### src/verilog/rename_pkg.sv
// Register rename package
package rename_pkg;

    localparam int ARCH_REGS = 32;
    localparam int NUM_PREGS = 64;

    typedef logic [4:0]  arch_reg_t;
    typedef logic [5:0]  preg_t;
    typedef logic [63:0] data_t;
    typedef logic [7:0]  op_t;

    // decoded instruction from decode
    typedef struct packed {
        arch_reg_t rs1;
        arch_reg_t rs2;
        arch_reg_t rd;
        logic      uses_rs1;
        logic      uses_rs2;
        logic      uses_rd;
        op_t       op;
    } dispatch_t;

    // operands handed to the functional unit
    typedef struct packed {
        logic [2:0] rob_line;
        preg_t      prd;
        data_t      rs1_data;
        data_t      rs2_data;
        op_t        op;
    } issue_t;

    typedef struct packed {
        logic [2:0] rob_line;
        preg_t      prd;
        data_t      data;
    } writeback_t;

    // lprd is the mapping that goes back to the free list
    typedef struct packed {
        arch_reg_t rd;
        preg_t     prd;
        preg_t     lprd;
        logic      uses_rd;
    } commit_t;

endpackage

### src/verilog/free_list.sv
// Physical register free list
module free_list #(
    parameter int DEPTH = 32
) (
    input  logic              clk,
    input  logic              reset,
    input  logic              flush,
    input  logic              alloc,
    output rename_pkg::preg_t alloc_preg,
    output logic              empty,
    input  logic              release_en,
    input  rename_pkg::preg_t release_preg,
    input  logic              commit_alloc
);
    import rename_pkg::*;

    localparam int PW = $clog2(DEPTH);

    preg_t       slots [DEPTH];
    // pointers carry one wrap bit so that full and empty differ
    logic [PW:0] wr_ptr;
    logic [PW:0] rd_ptr;
    logic [PW:0] cm_rd_ptr;
    logic [PW:0] count;

    assign count      = wr_ptr - rd_ptr;
    assign empty      = (count == '0);
    assign alloc_preg = slots[rd_ptr[PW-1:0]];

    always_ff @(posedge clk) begin
        if (reset) begin
            wr_ptr    <= (PW + 1)'(DEPTH);
            rd_ptr    <= '0;
            cm_rd_ptr <= '0;
        end else if (flush) begin
            // hand back everything taken by uncommitted instructions
            rd_ptr <= cm_rd_ptr;
        end else begin
            if (alloc) begin
                rd_ptr <= rd_ptr + 1'b1;
            end
            if (release_en) begin
                wr_ptr <= wr_ptr + 1'b1;
            end
            if (commit_alloc) begin
                cm_rd_ptr <= cm_rd_ptr + 1'b1;
            end
        end
    end

    // starts out holding the registers above the architectural ones
    always_ff @(posedge clk) begin
        if (reset) begin
            for (int i = 0; i < DEPTH; i++) begin
                slots[i] <= preg_t'(ARCH_REGS + i);
            end
        end else if (release_en && !flush) begin
            slots[wr_ptr[PW-1:0]] <= release_preg;
        end
    end

    a_no_alloc_empty: assert property (@(posedge clk) disable iff (reset)
        alloc |-> !empty);

    a_no_release_full: assert property (@(posedge clk) disable iff (reset)
        release_en |-> count != (PW + 1)'(DEPTH));

endmodule

### config.mk
export PLATFORM = sky130hd
export DESIGN_NAME = free_list
export DESIGN_NICKNAME = d
export VERILOG_FILES = /design/src/verilog/rename_pkg.sv /design/src/verilog/free_list.sv
export SDC_FILE = /design/constraint.sdc
export NUM_CORES = 1
export LEC_CHECK = 0
export ABC_AREA = 1
export BUFFER_PORTS_ARGS = -buffer_cell sky130_fd_sc_hd__buf_2
export CELL_PAD_IN_SITES_DETAIL_PLACEMENT = 1
export CELL_PAD_IN_SITES_GLOBAL_PLACEMENT = 2
export CORE_MARGIN = 2
export CORE_UTILIZATION = 43
export CTS_CLUSTER_DIAMETER = 100
export DETAILED_ROUTE_END_ITERATION = 12
export PLACE_DENSITY_LB_ADDON = 0.1
export SLEW_MARGIN = 40
export SYNTH_ARGS = -nofsm -noshare
export SYNTH_HDL_FRONTEND = slang
export SYNTH_SLANG_ARGS = --single-unit
export TNS_END_PERCENT = 10
### constraint.sdc
create_clock -name clk -period 4.5 [get_ports clk]
set_clock_uncertainty 0.15 [all_clocks]
set_input_delay 0.225 -clock clk [delete_from_list [all_inputs] [get_ports clk]]
set_output_delay 0.225 -clock clk [all_outputs]
set_load 0.005 [all_outputs]
# ---- Word level (Yosys, flattened, before mapping)
# Memory sizes are Yosys's and may differ from the RTL's. A register that Yosys moved wholly into a read port is not among the register bits.
# Cells that the tools add are included.
dict set report word_totals {
  output_inout_bits 7
  n_memories 1
  elab_cells 28
  ram_bits 192
  reg_bits 18
}
dict set report classes {
  bitwise_logic 1
  reduce_logical 7
  muxes 12
  add_sub_neg 4
}
# name words word_bits read_ports rd_clocked_by_memory_dff wr line_no
set mem_list {}
lappend mem_list {slots 32 6 1 1 32 free_list.sv:19} ;# preg_t slots [DEPTH];
# cell count
set ops {}
lappend ops {{6-bit by 1-bit adder with 6-bit output, second input constant} 3}
lappend ops {{6-bit 2-to-1 mux} 3}
lappend ops {{5-bit 2-to-1 mux} 3}
lappend ops {{6-bit zero test} 1}
lappend ops {{1-bit 2-to-1 mux} 6}
lappend ops {{6-bit OR reduction} 1}
lappend ops {{6-bit subtractor} 1}
lappend ops {{2-bit AND reduction} 2}
lappend ops {{2-bit nonzero test} 1}
lappend ops {{1-bit logical AND} 1}
lappend ops {{1-bit zero test} 1}
lappend ops {{1-bit inverter} 1}

# ---- Depth between registers and ports, before layout
dict set report logic_depth {
  word_depth 7
  depth_mapped 12
}

# ---- Worst setup path after synthesis
# OpenSTA, ideal clock, no wires.
dict set report synth_timing {
  path_type {register to register}
  startpoint {reg wr_ptr[2]}
  endpoint {mem slots[31][0] (netlist name) (enable)}
  arrival_time_ns 1.309
  t_required_ns 3.973
  path_stages_with_launch 5
  setup_time_ns 0.377
  path_slack_ns 2.664
  path_cell_list {dfxtp_1 inv_2 nor2_1 inv_1 o21ai_0}
}
# item line_no
set synth_rtl {}
lappend synth_rtl {{start: declaration} free_list.sv:21} ;# logic [PW:0] wr_ptr;
lappend synth_rtl {{start signal: assignment} free_list.sv:32} ;# wr_ptr <= (PW + 1)'(DEPTH);
lappend synth_rtl {{start signal: assignment} free_list.sv:43} ;# wr_ptr <= wr_ptr + 1'b1;
lappend synth_rtl {{end: declaration} free_list.sv:19}

==> results list <==
- Pin count of the biggest net entering global routing: 67
- Summed over all layers, the global routing overflow is 0.
* Ys Warns: 0
- Counting flops and latches in the post-synthesis netlist gives 215.
- At the worst endpoint, the required time is 4120 ps.
* Total power: 4.79 mW
- Starting DRC count in detailed routing: 467
* Reg2reg end: slots[16][4]$_SDFFCE_PN1P_
- The count of final hold-check violations was 0.
* Via count of the first global-routing pass: 8239
- Netlist area before placement: 10500 sq um
- The analysis attributes to net switching a power of 1.18 mW.
* Count of buffering cells on the critical path with inverters included: 3
- Headroom to the max-slew limit: 0.501
- Wire length of the first global-routing pass: 47.2 mm
- Buffers placed on the I/O ports in this run total 18.
- Insertion delay to the later sink of the worst-skew pair: 530 ps
* Min Tclk post-route: 3220 ps
- Origin of the critical flop-to-flop path: wr_ptr[4]$_SDFFE_PP0P_
- Length in cells of the worst reg-to-reg path: 6
* Min-Delay Path Depth: 3
- Cell type with the largest total area after synthesis: edfxtp_1
- Clock-pin slew was measured on the worst setup and hold paths at 60 ps.
* Reg2Reg Setup Slack: 2240 ps
* Crit path largest cell delay: 490 ps
* Setup TNS Final: 0 ps
* Dpl cell area: 10800 sq um
* Post-placement setup slack: 1810 ps
- Post-DR wirelength/cell: 20.3 um
- The initial antenna violation count is 0.
- At the pin with the least slew margin, the transition time is 749 ps.
- In the finished design, the share of the clock period the worst path needs comes to 0.717.
- Of the total power, the share spent switching nets is 0.246.
- The worst hold path belongs to the class in2reg.
* Sort of element at the end of the critical path: output port
* Wire length after detailed routing: 30.4 mm
* Placed cell count: 1446
* Cell area after layout: 11800 sq um
- Setup repair after global routing left no endpoint under its margin.
* Cell type with the highest occurrence count on the critical path: nand2_1
* Slowest stage cell, crit path: buf_4
* Net total in the final layout: 1178
* Setup-violating endpoint count in the final report: 0
* Syn_nets: 1177
* Total leakage power: 4.25 nW
* Minimum hold slack: 28.3 ps
- Vias per cell: 5.18
- Once the clock tree was built, the setup fixing pass inserted 0 buffers.
- Synthesis produced 1154 cells.
* Deepest clock path buffer count: 3
- Max-cap check violation count: 0
* Part of the Yosys area used for sequential elements: 0.593
- Setup slack closes at 1280 ps.
- CTS tree: built
- Cells along the critical path: inv_2, buf_4, nand2_1, nand3_1, nand3_1, nand2_1, nand2_1, nand2_1, nand2_1, nand2_1, buf_2
- Measured along the x axis, the die boundary spans 160 um.
* Area of the placeable core: 24200 sq um
- Excluding fillers, the count of instances in the completed layout stands at 1499.
* Starting density of the core: 0.435
* Kind of cell adding the most delay to the critical path: buffers and inverters
- Critical path type: reg2out
- Sink of the worst hold path: slots[25][0]$_SDFFCE_PN1P_
- Count of nets left with antenna violations after detail routing: 0
* Share of the core filled with cells: 0.486
- STA puts the critical path data arrival time at 2850 ps.
* Total via count in the routed design: 7768
- HPWL after detailed placement: 19.6 mm
- The share of total power dissipated in the clock network is 0.457.
- Synth area leaders: edfxtp_1 55%, nand2_1 16%, nand3_1 7.3%
- The number of antenna diodes in the final layout is 0.
- Drt pass-1 iters: 4
- In this run the number of H-tree levels came out at 1.
- Relative contribution of combinational cells to total power: 0.080
- Derived from the worst setup path, the maximum achievable clock frequency is 310 MHz.
- Number of unique standard cell types used by synthesis: 32
- Counting every sink on the clock net gives 215.
* Top fanout value on the critical path: 42
- The worst setup path is launched from a register.
- Share of layout cells above drive strength 1: 0.128
- The flow ran to the end, and the final reports show no timing, DRC or antenna violations.
* Power density over the cells: 408 nW/um^2
- In the global route stage, overall resource usage came out at 0.242.
- Internal power comes to 3.61 mW.
* Area grow syn2layout: 11.9%
- The worst-case IR drop observed on VDD is 0.359 mV.
* Die footprint: 25700 sq um
* Row cnt: 57
- I/O pins: 19
- The total count of max-transition violations in the final report is 0.
* Synthesized area per cell: 9.10 sq um
* Area fraction of the dominant cell type after synthesis: 0.549
- The startpoint identified for the worst hold timing path is release_preg[0].
- In this run, CTS created clock tree buffers numbering 26.
- Power share of the sequential group: 0.463
- Clock tree root driver cell: clkbuf_16
- Routability-driven placement finished with a final weighted congestion of 0.794.
- Height of the die: 160 um
* Remaining routing DRC violations: 0
-- timing repair --
| item | CTS | global route |
|---|---|---|
| endpoints found under the hold margin | 16 | 0 |
| hold buffers | 5 | 0 |
| resized for setup | 0 | 0 |
-- synthesized netlist by cell type (all sizes together) --
master / number
nand2: 456
edfxtp: 192
nand3: 154
nor2: 129
inv: 80
buf: 35
clkbuf: 27
dfxtp: 23
a21oi: 13
ha: 11
o21ai: 11
nor3: 8
xor2: 4
a22oi: 2
nand4: 2
a31oi: 1
clkinv: 1
nand3b: 1
nor3b: 1
nor4: 1
o221ai: 1
xnor2: 1
-- cells by family (layout without fill, tap and decap cells) --
family / after synthesis / after routing / share of synthesized area
xor+xnor: 5 / 5 / 0.00417
buf+inv: 143 / 164 / 0.0580
compound gates: 28 / 28 / 0.0143
simple gates: 752 / 752 / 0.318
flops: 215 / 215 / 0.593
fa+ha+maj: 11 / 11 / 0.0131
-- registers in the layout, summed over array words and instances, names as in the netlist, named ones only --
signal,count
cm_rd_ptr,6
slots,192
rd_ptr,6
wr_ptr,6
-- layout by cell type, fill, tap and decap left out, types with 2 or more instances in the layout --
cell             n
dlygate4sd3_1    5
inv_2           26
nand2_1        453
nand3_1        154
clkbuf_16       28
a21oi_1         13
o21ai_0         10
clkinv_4         2
buf_4           12
a22oi_1          2
nand4_1          2
nor2_2           3
clkinv_2         5
inv_4            5
clkinv_1         3
nand2_4          3
bufinv_16        3
nor3_1           7
nor2_4          33
edfxtp_1       192
ha_1            11
clkinvlp_4       7
nor2_1          92
inv_1           49
dfxtp_1         21
buf_2           18
xor2_1           4
-- worst max-delay path by stage --
stage               slack [ps]                          to              startpoint  cells past startpoint
floorplan                 2660  slots[31][0]$_SDFFCE_PN1P_  wr_ptr[2]$_SDFFE_PP0P_                      4
global placement          1840               alloc_preg[4]                register                     11
detailed placement        1810               alloc_preg[4]                register                     11
CTS                       1230               alloc_preg[4]                register                     11
global route              1050               alloc_preg[4]                register                     11
finish                    1280               alloc_preg[4]                register                     11
-- worst reg2reg max path, cell delays in order, from the launching register on --
cell	delay, ps
dfxtp_1	520
inv_1	100
nor3_1	290
inv_1	300
nor2_4	190
inv_1	120
nand2_1	250
-- power by group through the flow --
stage	Combinational, mW	Clock, mW	Sequential, mW
floorplan	0.262	0	2.25
global placement	0.377	0	2.26
detailed placement	0.385	0	2.26
CTS	0.390	2.23	2.22
global route	0.426	2.31	2.22
finish	0.383	2.19	2.22
-- layout make-up --
type / count / area, sq um
Fill cell: 2782 / 12400
Sequential cell: 215 / 6230
Multi-Input combinational cell: 796 / 3670
Clock buffer: 29 / 714
Tap cell: 324 / 405
Inverter: 81 / 317
Timing Repair Buffer: 35 / 230
Clock inverter: 19 / 193
-- per-layer routing --
metal	part of all wire	global-route usage	routed length, um	vias to the layer above
li1	-	-	-	3783
met5	0	0	0	-
met3	0.031	0.0289	934	50
met4	0.027	0.0729	835	0
met2	0.50	0.423	15100	116
met1	0.44	0.317	13500	3819
Power figures use the tool's default switching activity.
