[src/verilog/rename_pkg.sv]
// Register rename package
package rename_pkg;

    localparam int ARCH_REGS = 32;
    localparam int NUM_PREGS = 64;

    typedef logic [4:0]  arch_reg_t;
    typedef logic [5:0]  preg_t;
    typedef logic [63:0] data_t;
    typedef logic [7:0]  op_t;

    // decoded instruction from decode
    typedef struct packed {
        arch_reg_t rs1;
        arch_reg_t rs2;
        arch_reg_t rd;
        logic      uses_rs1;
        logic      uses_rs2;
        logic      uses_rd;
        op_t       op;
    } dispatch_t;

    // operands handed to the functional unit
    typedef struct packed {
        logic [2:0] rob_line;
        preg_t      prd;
        data_t      rs1_data;
        data_t      rs2_data;
        op_t        op;
    } issue_t;

    typedef struct packed {
        logic [2:0] rob_line;
        preg_t      prd;
        data_t      data;
    } writeback_t;

    // lprd is the mapping that goes back to the free list
    typedef struct packed {
        arch_reg_t rd;
        preg_t     prd;
        preg_t     lprd;
        logic      uses_rd;
    } commit_t;

endpackage

[src/verilog/reorder_buffer.sv]
// Reorder buffer with in-order issue and commit
module reorder_buffer #(
    parameter int ROB_DEPTH = 8
) (
    input  logic                   clk,
    input  logic                   reset,
    input  logic                   flush,
    input  logic                   disp_valid,
    input  rename_pkg::dispatch_t  disp,
    output logic                   disp_ready,
    output logic                   iss_valid,
    output rename_pkg::issue_t     iss,
    input  logic                   iss_ready,
    input  logic                   wb_valid,
    input  rename_pkg::writeback_t wb,
    output logic                   cm_valid,
    output rename_pkg::commit_t    cm,
    output logic                   alloc,
    input  rename_pkg::preg_t      alloc_preg,
    input  logic                   fl_empty,
    output logic                   cm_release,
    input  rename_pkg::preg_t      map_prs1,
    input  rename_pkg::preg_t      map_prs2,
    input  rename_pkg::preg_t      map_lprd,
    output rename_pkg::preg_t      raddr1,
    output rename_pkg::preg_t      raddr2,
    input  rename_pkg::data_t      rdata1,
    input  rename_pkg::data_t      rdata2,
    input  logic                   rready1,
    input  logic                   rready2
);
    import rename_pkg::*;

    localparam int PTR_W = $clog2(ROB_DEPTH);

    typedef struct packed {
        arch_reg_t rd;
        logic      uses_rd;
        preg_t     prs1;
        preg_t     prs2;
        preg_t     prd;
        preg_t     lprd;
        op_t       op;
    } rob_entry_t;

    rob_entry_t             entries [ROB_DEPTH];
    rob_entry_t             new_entry;
    rob_entry_t             iss_entry;
    rob_entry_t             cm_entry;
    logic [ROB_DEPTH-1:0]   used;
    logic [ROB_DEPTH-1:0]   issued;
    logic [ROB_DEPTH-1:0]   finished;
    logic [PTR_W-1:0]       wr_ptr;
    logic [PTR_W-1:0]       iss_ptr;
    logic [PTR_W-1:0]       cm_ptr;
    logic                   writes_rd;
    logic                   disp_fire;
    logic                   iss_fire;
    logic                   cm_fire;

    // x0 destinations get no physical register
    assign writes_rd  = disp.uses_rd && (disp.rd != '0);
    assign disp_ready = !used[wr_ptr] && !fl_empty;
    assign disp_fire  = disp_valid && disp_ready && !flush;
    assign alloc      = disp_fire && writes_rd;

    always_comb begin
        new_entry.rd      = disp.rd;
        new_entry.uses_rd = disp.uses_rd;
        // unused sources point at p0, which is always ready
        new_entry.prs1    = disp.uses_rs1 ? map_prs1 : '0;
        new_entry.prs2    = disp.uses_rs2 ? map_prs2 : '0;
        new_entry.prd     = writes_rd ? alloc_preg : '0;
        new_entry.lprd    = writes_rd ? map_lprd : '0;
        new_entry.op      = disp.op;
    end

    // issue from the oldest unissued entry
    assign iss_entry = entries[iss_ptr];
    assign raddr1    = iss_entry.prs1;
    assign raddr2    = iss_entry.prs2;
    assign iss_valid = used[iss_ptr] && !issued[iss_ptr] && rready1 && rready2;
    assign iss_fire  = iss_valid && iss_ready && !flush;

    always_comb begin
        iss.rob_line = iss_ptr;
        iss.prd      = iss_entry.prd;
        iss.rs1_data = rdata1;
        iss.rs2_data = rdata2;
        iss.op       = iss_entry.op;
    end

    // commit from the head
    assign cm_entry   = entries[cm_ptr];
    assign cm_valid   = used[cm_ptr] && finished[cm_ptr];
    assign cm_fire    = cm_valid && !flush;
    assign cm_release = cm_fire && (cm_entry.prd != '0);

    always_comb begin
        cm.rd      = cm_entry.rd;
        cm.prd     = cm_entry.prd;
        cm.lprd    = cm_entry.lprd;
        cm.uses_rd = cm_entry.uses_rd;
    end

    always_ff @(posedge clk) begin
        if (disp_fire) begin
            entries[wr_ptr] <= new_entry;
        end
    end

    always_ff @(posedge clk) begin
        if (reset || flush) begin
            used     <= '0;
            issued   <= '0;
            finished <= '0;
            wr_ptr   <= '0;
            iss_ptr  <= '0;
            cm_ptr   <= '0;
        end else begin
            if (disp_fire) begin
                used[wr_ptr]     <= 1'b1;
                issued[wr_ptr]   <= 1'b0;
                finished[wr_ptr] <= 1'b0;
                wr_ptr           <= wr_ptr + 1'b1;
            end
            if (iss_fire) begin
                issued[iss_ptr] <= 1'b1;
                iss_ptr         <= iss_ptr + 1'b1;
            end
            if (wb_valid) begin
                finished[wb.rob_line] <= 1'b1;
            end
            // head and tail slots never coincide here
            if (cm_fire) begin
                used[cm_ptr]     <= 1'b0;
                issued[cm_ptr]   <= 1'b0;
                finished[cm_ptr] <= 1'b0;
                cm_ptr           <= cm_ptr + 1'b1;
            end
        end
    end

    // tail may only land on the head slot when the buffer is empty
    a_no_disp_full: assert property (@(posedge clk) disable iff (reset)
        disp_fire |-> (wr_ptr != cm_ptr) || !(|used));

    a_wb_in_flight: assert property (@(posedge clk) disable iff (reset || flush)
        wb_valid |-> used[wb.rob_line] && issued[wb.rob_line]);

endmodule
[config.mk]
export PLATFORM = sky130hd
export DESIGN_NAME = reorder_buffer
export DESIGN_NICKNAME = d
export VERILOG_FILES = /design/src/verilog/rename_pkg.sv /design/src/verilog/reorder_buffer.sv
export SDC_FILE = /design/constraint.sdc
export NUM_CORES = 1
export LEC_CHECK = 0
export BUFFER_PORTS_ARGS = -buffer_cell sky130_fd_sc_hd__buf_2
export CAP_MARGIN = 20
export CORE_MARGIN = 3
export CORE_UTILIZATION = 45
export DETAILED_ROUTE_END_ITERATION = 10
export PLACE_DENSITY = 0.73
export SLEW_MARGIN = 20
export SYNTH_ARGS = -nofsm -noshare
export SYNTH_HDL_FRONTEND = slang
export SYNTH_SLANG_ARGS = --single-unit
[constraint.sdc]
create_clock -name clk -period 2.85 [get_ports clk]
set_input_delay 0 -clock clk [delete_from_list [all_inputs] [get_ports clk]]
set_output_delay 0 -clock clk [all_outputs]
set_load 0.02 [all_outputs]
After elaboration in Yosys (flattened, before gate mapping) --
Memories as Yosys holds them, arrays and structs flattened. A register that Yosys moved wholly into a read port is not among the register bits. Index checks and enable logic that the tools add are counted.
Storage, ports and cells: flip-flop bits (word level) 33, bits in writable memories 304, bits of input ports 260, output and inout port bits 180, word-level logic and storage cells 93, memories 1
Memory list:
- entries | words 8, bits a word 38, read ports 2, clocked after Yosys merged registers in 2, wr ports 1, RTL line reorder_buffer.sv:46 | rob_entry_t entries [ROB_DEPTH];
Cells by class: add/subtract/negate cells 3, $lt $le $gt $ge 8, mux-type cells 41, bitwise operators 10, reduce and logical (&&, ||, !) cells 24
Operators by type and width (count):
- 8-bit two-way mux | 13
- 8-bit AND | 5
- 6-bit two-way mux | 4
- 8-bit bitwise OR | 3
- 1-bit logical AND | 17
- 3-bit by 4-bit < comparator with 1-bit output, second input constant | 4
- 8-bit inverter | 2
- 1-bit binary-select mux with 3-bit select | 5
- 1-bit demux with 3-bit select | 4
- 3-bit by 1-bit greater-or-equal comparator with 1-bit output, second input constant | 4
- 3-bit two-way mux | 4
- 1-bit two-way mux | 11
- 3-bit by 1-bit adder with 3-bit output, second input constant | 3
- 6-bit nonzero test | 1
- 5-bit nonzero test | 1
- 1-bit zero test | 4
- 1-bit logical OR | 1

Logic depth before layout (Yosys ltp) --
word-level depth 13, mapped depth 10, gate-level depth less buffers 6

Worst setup path after synthesis --
Ideal clock, no wire load.
kind register to register, from reg wr_ptr[0], to mem entries[4][0] in the netlist's numbering (enable), setup time 393 ps, arrival time 2486 ps, data required time 2457 ps, setup slack -28 ps, cell stages (with the launch flop) 7, path buffers 2, clock period less this slack 2878 ps, cells stage by stage dfxtp_1 > clkbuf_1 > mux2_2 > a221oi_1 > buf_2 > nand4_1 > inv_1
On the way: cells in the longest elaborated chain, start to end 8
Ends and longest elaborated chain:
- start: declaration | RTL line reorder_buffer.sv:53 | logic [PTR_W-1:0] wr_ptr;
- start signal: assignment | RTL line reorder_buffer.sv:125 | wr_ptr <= wr_ptr + 1'b1;
- 1-bit binary-select mux with 3-bit select | RTL line reorder_buffer.sv:63 | assign disp_ready = !used[wr_ptr] && !fl_empty;
- 1-bit two-way mux (not written as such) | RTL line reorder_buffer.sv:63
- 1-bit zero test | RTL line reorder_buffer.sv:63
- 1-bit logical AND | RTL line reorder_buffer.sv:63
- 1-bit logical AND (2 in series) | RTL line reorder_buffer.sv:64 | assign disp_fire = disp_valid && disp_ready && !flush;
- 1-bit two-way mux | RTL line reorder_buffer.sv:107 | if (disp_fire) begin
- 1-bit two-way mux (not written as such) | RTL line reorder_buffer.sv:108 | entries[wr_ptr] <= new_entry;
- end: declaration | RTL line reorder_buffer.sv:46
Several ways; a longest one is shown, not always the timed one. The select of a mux whose other input is x is not followed.

==> reports/qor.csv <==
metric,value,unit
status,"finished, final reports clean",
GPL Wtd Cong,0.8247,
drt first pass iters,5,
Routed WL per cell,22.46,microns
WS Path Type,flop to output pin,
Synth Warn #,0,
Post-synth ARST share,0,%
"Seq/Total Area, Yosys",66.19,%
via count,7694,
clock latency on the worst-skew pair,0.52,ns
Residual DRC,0,
ys flop type,edfxtp_1,
Pwr Total,10330,uW
final hold violations,0,
vias per cell,5.633,
"Avg Cell Area, Syn",17.66,sq um
max-cap violation count,0,
Starting Density,45.78,%
CP Data Required Time,2.85,ns
Reg power frac,53.2,%
maximum fanout along the worst path,4,
num rows,66,
antenna-violating nets left,0,
Power Density,608.8,nW/um^2
Nets,1160,
relative slew slack,49.45,%
Worst-Margin Slew,0.7582,ns
P_leak,0.005475,uW
Mapped Nets,1111,
sw frac,19.49,%
clk buf depth,3,
"Cell Area, Synth",14970,sq um
grt ovf,0,
die width,188.4,microns
fin. max-slew vios,0,
GRT Util Overall,17.19,%
clock slew at reported path FFs,0.05,ns
number of buffers created by CTS,35,
antenna violations before repair,1,
vias in the first global route,7956,
clock root buffer master,clkbuf_16,
Mapped Cells,848,
fmax,356.5,MHz
period utilisation layout,98.43,%
worst vdd ir,0.4032,mV
Chip Height,188.4,microns
CP startpoint kind,flop,
core area,32700,sq um
Yosys cell types,55,
IO Port Bufs,103,
Sw Pwr,2014,uW
min-delay worst type,input port to output pin,
area of the die,35490,sq um
CTS tree,yes,
setup repair after global routing missed its margin,true,
min Tclk post-route,2.805,ns
# H-tree levels,2,
synthesis-to-finish area growth,13.33,%
final setup violation count,0,
number of synthesized flops with an enable pin,304,
clock share of power,43.7,%
largest net degree at the start of global routing,39,
fill count,2624,
Iter 0 DRT Violations,630,
post-DP HPWL,18730,microns
Register Area,9920,sq um
ANT cells,0,
num ports,440,
multi-input logic area,3857,sq um
Int Power,8316,uW
critical path arrival,2.81,ns
#FFs+latches synth,343,
Sink Count,343,
Layout Skew,0.01965,ns
WL final,30680,microns
first-pass GRT wire length,46820,microns
Worst Setup End Kind,output pin,
Logic pwr share,3.1,%
share of post-route cells with drive strength above 1,39.18,%
final core utilization,51.89,%
placed cells by master, fill, tap and decap left out, types with 4 or more instances in the layout:
cell type / n
clkinv_1: 6
edfxtp_1: 304
nor2_1: 17
nor2b_1: 13
dfxtp_1: 35
and3_1: 4
clkinvlp_4: 4
bufinv_16: 4
and2_1: 26
a32oi_1: 6
inv_2: 5
dlygate4sd3_1: 43
a311oi_1: 4
mux2i_1: 5
clkbuf_1: 5
a211oi_1: 6
buf_4: 21
mux2_2: 52
nand4_1: 9
a21oi_1: 9
a22oi_1: 7
buf_12: 14
a221oi_1: 5
nand2_1: 10
buf_2: 102
mux4_2: 90
clkinv_2: 9
nand3_1: 6
clkbuf_16: 36
inv_1: 9
sequential cells by signal, summed over array words and instances (netlist names), named ones only:
signal    flops
wr_ptr        3
cm_ptr        3
finished      8
entries     304
used          8
iss_ptr       3
issued        8
power by group through the flow:
stage / clock (uW) / sequential (uW) / combinational (uW)
floorplan: 0 / 5600 / 404
global placement: 0 / 5600 / 266
detailed placement: 0 / 5600 / 274
CTS: 4610 / 5490 / 323
global route: 4820 / 5490 / 349
finish: 4510 / 5490 / 322
through the flow:
step                hold WS (ns)  cells  TNS (ns)  setup slack (ns)  area [sq um]
CTS                    0.0001367   1366  -0.04877          -0.04877         16960
floorplan                0.08867    848         0          0.002635         14980
finish               0.000007743   1366         0           0.04461         16970
global placement       0.0001367   1258         0            0.2127         15320
detailed placement     0.0001367   1258         0            0.2295         15320
global route          0.00002932   1366  -0.06306          -0.06306         16970
layout make-up:
type	count	share of cell area (%)
Timing Repair Buffer	182	8.281
Tap cell	442	3.259
Inverter	18	0.4941
Sequential cell	343	58.46
Clock inverter	23	1.349
Multi-Input combinational cell	317	22.73
Clock buffer	41	5.420
per-layer routing:
layer,track usage (%),part of all wire [%],wire (microns),vias to the layer above
met3,4.465,7.9,2432,70
li1,-,-,-,3332
met5,0,0.042,13,-
met4,5.213,2.3,718,2
met1,23.31,41,12570,3964
met2,27.66,49,14940,326
critical path, cell delays in order, from the launching register on:
cell	delay [ns]
dfxtp_4	0.39
buf_12	0.12
mux4_2	0.48
mux2_4	0.30
or4_4	0.54
nor3_4	0.22
nor3_2	0.08
buf_4	0.17
cells by family (layout without fill, tap and decap cells):
| family | Yosys count | in the layout | synth area share (%) |
|---|---|---|---|
| flops | 343 | 343 | 66.19 |
| simple gates | 100 | 100 | 3.702 |
| mux | 150 | 150 | 18.03 |
| buf+inv | 188 | 264 | 8.232 |
| xor+xnor | 4 | 4 | 0.2340 |
| fa+ha+maj | 3 | 3 | 0.2507 |
| compound gates | 60 | 60 | 3.359 |
timing repair:
action	CTS	global route
hold buffers	43	0
pin swaps	1	2
resized for setup	10	4
endpoints found under the hold margin	282	0
endpoints found under the setup margin	1	2
buffers inserted	2	0
Yosys cell counts (2+ instances only):
master    instances  area, sq um
buf_4           128        960.9
a221oi_1          5        43.79
nand2b_1          3        18.77
ha_1              3        37.54
a311oi_1          4        35.03
clkbuf_1         24        90.09
edfxtp_1        304         9129
o221a_2           2        22.52
o21ai_0           2        10.01
xor2_1            2        17.52
a32o_1            2        20.02
a211oi_2          2        25.02
mux2i_1           5        50.05
buf_2            12        60.06
mux4_2           90         2027
a32oi_1           6        52.55
dfxtp_1          39        780.8
or4_1             3        22.52
xnor2_1           2        17.52
mux2_2           54        608.1
nor3_1            4        20.02
nor2_1           17        63.81
a21oi_1           9        45.04
a211oi_1          6        45.04
inv_1            17        63.81
buf_1             3        11.26
o311a_1           2        20.02
buf_6             2        22.52
nand4_1           9        56.30
and2_1           26        162.7
nand3_1           6        30.03
o31ai_1           2        15.01
nor2b_1          13        81.33
a22oi_1           7        52.55
nand2_1          10        37.54
and3_1            4        25.02
worst paths after layout:
check	start	endpoint	cells past startpoint	slack (ns)
worst max-delay path	flop	cm_release	7	0.04
worst min-delay path	rdata1[29]	iss[101]	0	0.000008
worst max register to register	wr_ptr[0]$_SDFFE_PP0N_	entries[6][25]$_DFFE_PP_	6	0.49
worst min register to register	issued[7]$_SDFF_PP0_	issued[7]$_SDFF_PP0_	2	0.45
No activity file was read; power rests on OpenSTA's default activity.
