File: src/verilog/rename_pkg.sv
// Register rename package
package rename_pkg;

    localparam int ARCH_REGS = 32;
    localparam int NUM_PREGS = 64;

    typedef logic [4:0]  arch_reg_t;
    typedef logic [5:0]  preg_t;
    typedef logic [63:0] data_t;
    typedef logic [7:0]  op_t;

    // decoded instruction from decode
    typedef struct packed {
        arch_reg_t rs1;
        arch_reg_t rs2;
        arch_reg_t rd;
        logic      uses_rs1;
        logic      uses_rs2;
        logic      uses_rd;
        op_t       op;
    } dispatch_t;

    // operands handed to the functional unit
    typedef struct packed {
        logic [2:0] rob_line;
        preg_t      prd;
        data_t      rs1_data;
        data_t      rs2_data;
        op_t        op;
    } issue_t;

    typedef struct packed {
        logic [2:0] rob_line;
        preg_t      prd;
        data_t      data;
    } writeback_t;

    // lprd is the mapping that goes back to the free list
    typedef struct packed {
        arch_reg_t rd;
        preg_t     prd;
        preg_t     lprd;
        logic      uses_rd;
    } commit_t;

endpackage

File: src/verilog/rename_table.sv
// Architectural to physical register maps
module rename_table (
    input  logic                                          clk,
    input  logic                                          reset,
    input  logic                                          flush,
    input  rename_pkg::arch_reg_t                         rs1,
    input  rename_pkg::arch_reg_t                         rs2,
    input  rename_pkg::arch_reg_t                         rd,
    output rename_pkg::preg_t                             prs1,
    output rename_pkg::preg_t                             prs2,
    output rename_pkg::preg_t                             lprd,
    input  logic                                          rename_en,
    input  rename_pkg::preg_t                             new_prd,
    input  logic                                          commit_en,
    input  rename_pkg::commit_t                           commit,
    output rename_pkg::preg_t [rename_pkg::ARCH_REGS-1:0] committed_pregs
);
    import rename_pkg::*;

    preg_t [ARCH_REGS-1:0] spec_map;

    // lookups see the map before this instruction's own rename
    assign prs1 = spec_map[rs1];
    assign prs2 = spec_map[rs2];
    assign lprd = spec_map[rd];

    // speculative map
    always_ff @(posedge clk) begin
        if (reset) begin
            for (int i = 0; i < ARCH_REGS; i++) begin
                spec_map[i] <= preg_t'(i);
            end
        end else if (flush) begin
            spec_map <= committed_pregs;
        end else if (rename_en && rd != '0) begin
            spec_map[rd] <= new_prd;
        end
    end

    // committed map, x0 stays on p0
    always_ff @(posedge clk) begin
        if (reset) begin
            for (int i = 0; i < ARCH_REGS; i++) begin
                committed_pregs[i] <= preg_t'(i);
            end
        end else if (!flush && commit_en && commit.uses_rd && commit.rd != '0) begin
            committed_pregs[commit.rd] <= commit.prd;
        end
    end

endmodule

File: config.mk
export PLATFORM = sky130hd
export DESIGN_NAME = rename_table
export DESIGN_NICKNAME = d
export VERILOG_FILES = /design/src/verilog/rename_pkg.sv /design/src/verilog/rename_table.sv
export SDC_FILE = /design/constraint.sdc
export NUM_CORES = 1
export LEC_CHECK = 0
export BUFFER_PORTS_ARGS = -buffer_cell sky130_fd_sc_hd__buf_2
export CAP_MARGIN = 5
export CORE_UTILIZATION = 45
export CTS_CLUSTER_SIZE = 12
export DETAILED_ROUTE_END_ITERATION = 16
export PLACE_DENSITY_LB_ADDON = 0.05
export SYNTH_ARGS = -nofsm -noshare
export SYNTH_HDL_FRONTEND = slang
export SYNTH_SLANG_ARGS = --single-unit
File: constraint.sdc
create_clock -name clk -period 1.8 [get_ports clk]
set_input_delay 0.27 -clock clk [delete_from_list [all_inputs] [get_ports clk]]
set_output_delay 0.27 -clock clk [all_outputs]
set_load 0.02 [all_outputs]
# --- Word-level counts from Yosys, hierarchy flattened ---
# Cells that the tools add are included.
classes:
  mux: 14
  n_reduce_logical: 10
  n_lt_le_gt_ge: 6
ops:
  columns: ["operator", "n"]
  rows:
  - ["$bwmux W192", 2]
  - ["$mux W192", 2]
  - ["$bmux W6 S5", 3]
  - ["$demux W6 S5", 2]
  - ["$mux W6", 5]
  - ["$lt A5 B6 Y1 const B", 4]
  - ["$ge A5 B1 Y1 const B", 2]
  - ["$reduce_bool A5 Y1", 2]
  - ["$logic_and A1 B1 Y1", 6]
  - ["$reduce_bool A2 Y1", 1]
  - ["$logic_not A1 Y1", 1]
totals:
  output_inout_bits: 210
  reg_bits: 384
  inputBits: 44
  wordCells: 94

# --- Depth between registers and ports, before layout ---
# Gate-level depths: netlist of run 1.
depth:
  word_depth: 7
  mapped_depth: 8

# --- Worst setup path before layout of run 1 ---
# OpenSTA, ideal clock, no wires.
synth_path:
  path_type: "input -> output"
  startpoint: "input port rs1[1]"
  endpoint: "output port prs1[4]"
  t_arrival_ns: 1.670
  path_stages: 5
  setup_slack_ns: -0.140
  required_ns: 1.530
  cell_sequence: "buf_6 buf_6 mux4_2 o22ai_1 nor4_1"
synth_between:
  elab_chain_cells: 2
synth_rtl:
  columns: ["item", "line_no", "text"]
  rows:
  - ["from (decl)", "rename_table.sv:6", "input rename_pkg::arch_reg_t rs1,"]
  - ["$bmux W6 S5", "rename_table.sv:23", "assign prs1 = spec_map[rs1];"]
  - ["$mux W6 (implied by the code)", "rename_table.sv:23", null]
  - ["to (decl)", "rename_table.sv:9", "output rename_pkg::preg_t prs1,"]
# Every way passes these cells. The select of a mux whose other input is x is not followed.

# --- Worst setup path after layout of run 1 ---
layout_path:
  startpoint: "register spec_map[127] in the netlist's numbering"
  endpoint: "output port lprd[1]"
layout_between:
  elab_chain_cells: 2
layout_rtl:
  columns: ["item", "line_no", "text"]
  rows:
  - ["from (decl)", "rename_table.sv:20", "preg_t [ARCH_REGS-1:0] spec_map;"]
  - ["from (signal, indexed assignment)", "rename_table.sv:31", "spec_map[i] <= preg_t'(i);"]
  - ["from (signal assigned)", "rename_table.sv:34", "spec_map <= committed_pregs;"]
  - ["from (signal, indexed assignment)", "rename_table.sv:36", "spec_map[rd] <= new_prd;"]
  - ["$bmux W6 S5", "rename_table.sv:25", "assign lprd = spec_map[rd];"]
  - ["$mux W6 (implied by the code)", "rename_table.sv:25", null]
  - ["to (decl)", "rename_table.sv:11", "output rename_pkg::preg_t lprd,"]
# Every way passes these cells. The select of a mux whose other input is x is not followed.

==> impl_metrics.yaml, run 1 <==
sta:
  skew_ps: 11.9
  fin_crit_sh_pct: 134
  min_period_ps: 2400
  final.setup.tns_ps: -8830
  setup_slack_ps: -604
  rsz0062_at_grt: "yes"
  hold_viol: 0
  finalSetupViolCount: 18
  hold_ws_ps: 137
  max_slew_margin_pct: 53.2
  worst_pin_slew_ps: 700
  fmax_mhz: 416
  final_max_slew_viol_count: 0
layout:
  syn_to_final_growth_pct: 34.8
  design_area_sq_um: 26700
  nFillCells: 3716
  final_core_util_pct: 61.7
  antenna_cells: 0
  drive_above_1_share_pct: 43.9
  final_nets: 2413
logic_synthesis:
  synthArstFlopShare_pct: 0
  synth_edf_count: 0
  synth_cells: 1952
  syn_nets: 1996
  yosys.area_share.adder_pct: 0
  ys_ff_latch: 384
  synth_ff_type: "dfxtp_1"
  synth-compound-area-share_pct: 21.1
  synthXorXnorAreaFrac_pct: 0
  yosys.area_share.simple_pct: 13.6
  ys_seq_area_share_pct: 38.8
  synth_area_sq_um: 19800
  synth_top_family_by_area: "multiplexers"
  synth.avg_cell_area_sq_um: 10.1
  yosys_warnings: 0
  synth_mux_area_share_pct: 21.8
  synth_cell_types: 51
status:
  violations: "negative setup slack"
  status: "finished with violations"
routing:
  viasPerCell: 6.26
  dr.pass1.iters: 5
  post_drt_wl_per_cell_um: 28.0
  vias: 18700
  drtAntennaViolNets: 0
  drt_iter0_drc: 2076
  drc: 0
  routed_wl_um: 83700
clock_network:
  clockRootBuffer: "clkbuf_16"
  clk_pin_slew_worst_paths_ps: 60
  clk_latency_ps: 580
  cts_buffer_depth: 3
  h-tree-depth: 2
  cts_buffers: 43
  cts_hold_buf: 0
  cts.sinks: 384
  cts_tree: "built"
die:
  initial_core_util_pct: 45.8
  rows: 76
  core_area_sq_um: 43300
  die_h_um: 212
  fp.dieW_um: 212
  dieArea_sq_um: 44800
  pin_count: 254
worst_setup_path:
  reg2reg_depth: 4
  required_ps: 1530
  arrival_ps: 2130
  crit_path_max_fanout: 4
  critPathKind: "reg2out"
  ff2ff_setup_slack_ps: 790
  crit_start: "spec_map[127]$_SDFFE_PP0P_"
  r2r-end: "spec_map[161]$_SDFFE_PP0P_"
  endpoint: "lprd[1]"
  end_kind: "primary output"
  r2r_start: "spec_map[161]$_SDFFE_PP0P_"
  start_kind: "flip-flop"
place:
  place.gp.congestion: 1.05
  port_buffers: 247
  postPlaceCellArea_sq_um: 24000
  dp.final_hpwl_um: 63300
pwr:
  power.density_nw_per_um2: 792
  ir_drop_mv: 0.718
  p_leak_nw: 10.8
  power_mw: 21.1
global_routing:
  antenna_found_initial: 3
  grtUsageTotal_pct: 37.0
  grt_max_degree: 112
  grt_pass1_vias: 17600
  grt_pass1_wl_um: 121000
  grt_overflow: 0
worst_hold_path:
  hold_class: "in2reg"
  hold_start: "reset"
run:
  drv_cap: 0
cell families after synthesis:
logic type | after synthesis
AOI/OAI and AO/OA | 598
buffers and inverters | 187
muxes | 276
DFF | 384
and+or+nand+nor | 507
metal layers:
layer  routed length [um]  share of wire [%]  GRT usage, %  up-vias
met1                36300                 43          52.7     9419
met5                   15              0.018             0        -
met3                 6750                8.1          5.46      131
li1                     -                  -             -     8232
met4                 2810                3.4          12.3        2
met2                37800                 45          57.4      908
layout make-up:
type / instances / area [sq um] / area share, %
clock buffers: 68 / 1290 / 4.84
multi-input cells: 1381 / 12200 / 45.7
repair buffers: 554 / 4340 / 16.3
well taps: 585 / 732 / 2.74
inverters: 5 / 18.8 / 0.0704
flip-flops and latches: 384 / 8030 / 30.1
clock inverters: 8 / 73.8 / 0.277
cells in the mapped netlist, types with 4 or more instances:
cell      number  area [sq um]
a211o_1       80           701
a211oi_1      81           608
a21o_1        31           233
a21oi_1      132           661
a21oi_2        9          78.8
a22oi_1      116           871
and3b_1        5          43.8
buf_1         21          78.8
buf_2         36           180
buf_4         19           143
buf_6          9           101
clkbuf_1      92           345
dfxtp_1      384          7690
inv_1          5          18.8
mux2i_1      152          1520
mux4_2       124          2790
nand2_1      110           413
nand2b_1       4          25.0
nand3_1        7          35.0
nand3_2       13           130
nand3b_1       6          45.0
nand4b_1       4          35.0
nor2_1       224           841
nor2b_1       68           425
nor3_4        14           228
nor4_1        16           100
o21bai_1      80           601
o22ai_1       68           425
or2_2          4          25.0
or3b_2         4          35.0
sequential cells by signal, indices dropped and copies added, names as in the netlist:
name and flops:
committed_pregs 192, spec_map 192
layout by cell type (no fill, tap or decap), types with 49 or more instances in the layout:
master	netlist	final
a211o_1	80	80
a211oi_1	81	80
a21oi_1	132	129
a22oi_1	116	108
buf_12	2	49
buf_2	36	226
buf_4	19	244
dfxtp_1	384	238
dfxtp_2	0	84
dfxtp_4	0	62
mux2i_1	152	132
mux4_2	124	124
nand2_1	110	110
nor2_1	224	224
nor2b_1	68	62
o21bai_1	80	80
metrics by stage:
step                      worst slack, ps  cells
after detailed placement             -722   2918
after CTS                            -621   2990
after floorplan                     -10.2   1952
final                                -604   2985
after global placement               -727   2918
after global routing                 -634   2985
how the worst min path moves through the flow:
stage | end | slack [ps] | depth (start not counted)
final | committed_pregs[7]$_SDFFE_PP0P_ | 140 | 2
after global placement | committed_pregs[1]$_SDFFE_PP0P_ | 470 | 1
after detailed placement | committed_pregs[1]$_SDFFE_PP0P_ | 470 | 1
after floorplan | committed_pregs[191]$_SDFFE_PP0P_ | 420 | 2
after global routing | committed_pregs[7]$_SDFFE_PP0P_ | 170 | 2
after CTS | committed_pregs[7]$_SDFFE_PP0P_ | 150 | 2
critical path: stages (launching register included):
cell     delay (ps)
dfxtp_4         360
buf_6           120
mux4_2          490
a22oi_2         190
or2_4           150
nand3_4          90
buf_6           160
report_power, final:
part           leakage (nW)  total (mW)  switching, mW  internal [mW]
logic                  6.95        3.40           1.89           1.51
clock network         0.664        8.71           3.65           5.06
registers              3.15        9.02          0.341           8.68
timing repair:
| item | in CTS | in global routing |
|---|---|---|
| setup endpoints to repair | 18 | 18 |
| buffers inserted | 4 | 1 |
| pin swaps | 33 | 27 |
| gates resized for setup | 308 | 96 |
(Power assumes the default switching activity.)
==> run 2: changes to the inputs <==
Settings changed: CORE_ASPECT_RATIO set to 0.9.
==> impl_metrics.yaml, run 2 (synthesized netlist as in run 1, its figures left out) <==
routing:
  drc: 0
  vias: 18800
  routed_wl_um: 83400
  drt_iter0_drc: 2071
  post_drt_wl_per_cell_um: 28.3
  drtAntennaViolNets: 0
  dr.pass1.iters: 9
  viasPerCell: 6.39
layout:
  drive_above_1_share_pct: 41.6
  final_nets: 2406
  antenna_cells: 0
  syn_to_final_growth_pct: 32.7
  design_area_sq_um: 26300
  final_cell_mix: "275 x dfxtp_1, 235 x buf_4, 226 x buf_2, 224 x nor2_1, 134 x mux2i_1"
  nFillCells: 3700
  layout_commonest_cell: "dfxtp_1"
  final_core_util_pct: 60.9
  top_regs: "committed_pregs (192), spec_map (192)"
worst_setup_path:
  ff2ff_setup_slack_ps: 840
  r2r-end: "spec_map[20]$_SDFFE_PP0P_"
  critPathKind: "reg2out"
  required_ps: 1530
  crit_start: "spec_map[32]$_SDFFE_PP1P_"
  end_kind: "primary output"
  endpoint: "lprd[2]"
  reg2reg_depth: 3
  r2r_start: "spec_map[20]$_SDFFE_PP0P_"
  crit_path_max_fanout: 2
  start_kind: "flip-flop"
  arrival_ps: 2120
sta:
  skew_ps: 9.81
  hold_viol: 0
  finalSetupViolCount: 18
  fin_crit_sh_pct: 133
  max_slew_margin_pct: 55.8
  worst_pin_slew_ps: 662
  rsz0062_at_grt: "yes"
  final_max_slew_viol_count: 0
  fmax_mhz: 419
  setup_slack_ps: -586
  hold_ws_ps: 178
  min_period_ps: 2390
global_routing:
  grt_pass1_vias: 17500
  antenna_found_initial: 1
  grtUsageTotal_pct: 36.6
  grt_max_degree: 84
  grt_overflow: 0
  grt_pass1_wl_um: 121000
clock_network:
  clk_latency_ps: 570
  h-tree-depth: 2
  cts_tree: "built"
  cts.sinks: 384
  cts_buffers: 41
  cts_hold_buf: 0
  cts_buffer_depth: 3
  clk_pin_slew_worst_paths_ps: 70
  clockRootBuffer: "clkbuf_16"
die:
  die_h_um: 201
  rows: 72
  pin_count: 254
  fp.dieW_um: 223
  core_area_sq_um: 43200
  dieArea_sq_um: 44800
  initial_core_util_pct: 45.9
place:
  dp.final_hpwl_um: 63500
  port_buffers: 247
  postPlaceCellArea_sq_um: 23900
  place.gp.congestion: 0.991
  place_ws_ps: -735
status:
  violations: "negative setup slack"
  status: "finished with violations"
pwr:
  power.density_nw_per_um2: 783
  p_leak_nw: 10.7
  ir_drop_mv: 0.778
  power_mw: 20.6
worst_hold_path:
  hold_class: "in2reg"
run:
  drv_cap: 0
==> run 2: cell count changes in the layout (fill, tap and decap cells not counted), moves of 4 or more <==
cell       change
o22ai_4        -5
clkbuf_16      -4
dfxtp_4       -34
buf_4          -9
o22ai_1        +8
buf_12         +5
dfxtp_1       +37
==> run 2: power breakdown <==
group          switching, mW  internal [mW]
Clock                   3.45           4.68
Sequential             0.320           8.70
Combinational           1.89           1.51
==> run 2: how the worst min path moves through the flow <==
stage                                         start                                end  slack [ps]  cells past startpoint
finish                                        reset  committed_pregs[180]$_SDFFE_PP0P_         180                      2
global route                              commit[9]   committed_pregs[14]$_SDFFE_PP0P_         180                      3
CTS                                       commit[9]   committed_pregs[14]$_SDFFE_PP0P_         160                      3
detailed placement  committed_pregs[1]$_SDFFE_PP0P_    committed_pregs[1]$_SDFFE_PP0P_         480                      1
global placement    committed_pregs[1]$_SDFFE_PP0P_    committed_pregs[1]$_SDFFE_PP0P_         470                      1
floorplan                                commit[12]  committed_pregs[191]$_SDFFE_PP0P_         420                      2
==> run 2: critical path: stages (launching register included) <==
cell and delay (ps):
dfxtp_1 340, mux4_2 510, a22oi_1 200, buf_4 150, nand4b_1 150, buf_4 200
==> run 2: metal layers <==
metal  share of wire, %  track usage, %  vias to the layer above
met5              0.020               0                        -
met4                2.8            10.7                        2
met3                9.8            6.67                      129
met2                 44            54.9                     1023
met1                 44            53.6                     9410
li1                   -               -                     8226
==> run 2: repair_timing <==
item                       CTS  global route
gates resized for setup    234            74
setup endpoints to repair   18            18
setup buffers                2             0
pin swaps                   25            14
==> run 2: stage by stage <==
| stage | cells | setup TNS, ps |
|---|---|---|
| detailed placement | 2880 | -27610 |
| global placement | 2880 | -23890 |
| floorplan | 1952 | -18.9 |
| global route | 2941 | -9190 |
| CTS | 2944 | -9050 |
| finish | 2941 | -8830 |
==> run 2: final cells by class <==
type	instances	area [sq um]	area share, %
inverters	5	18.8	0.0714
clock inverters	5	52.6	0.200
flip-flops and latches	384	7890	30.0
clock buffers	62	1190	4.55
repair buffers	549	4370	16.6
well taps	555	694	2.64
multi-input cells	1381	12100	45.9
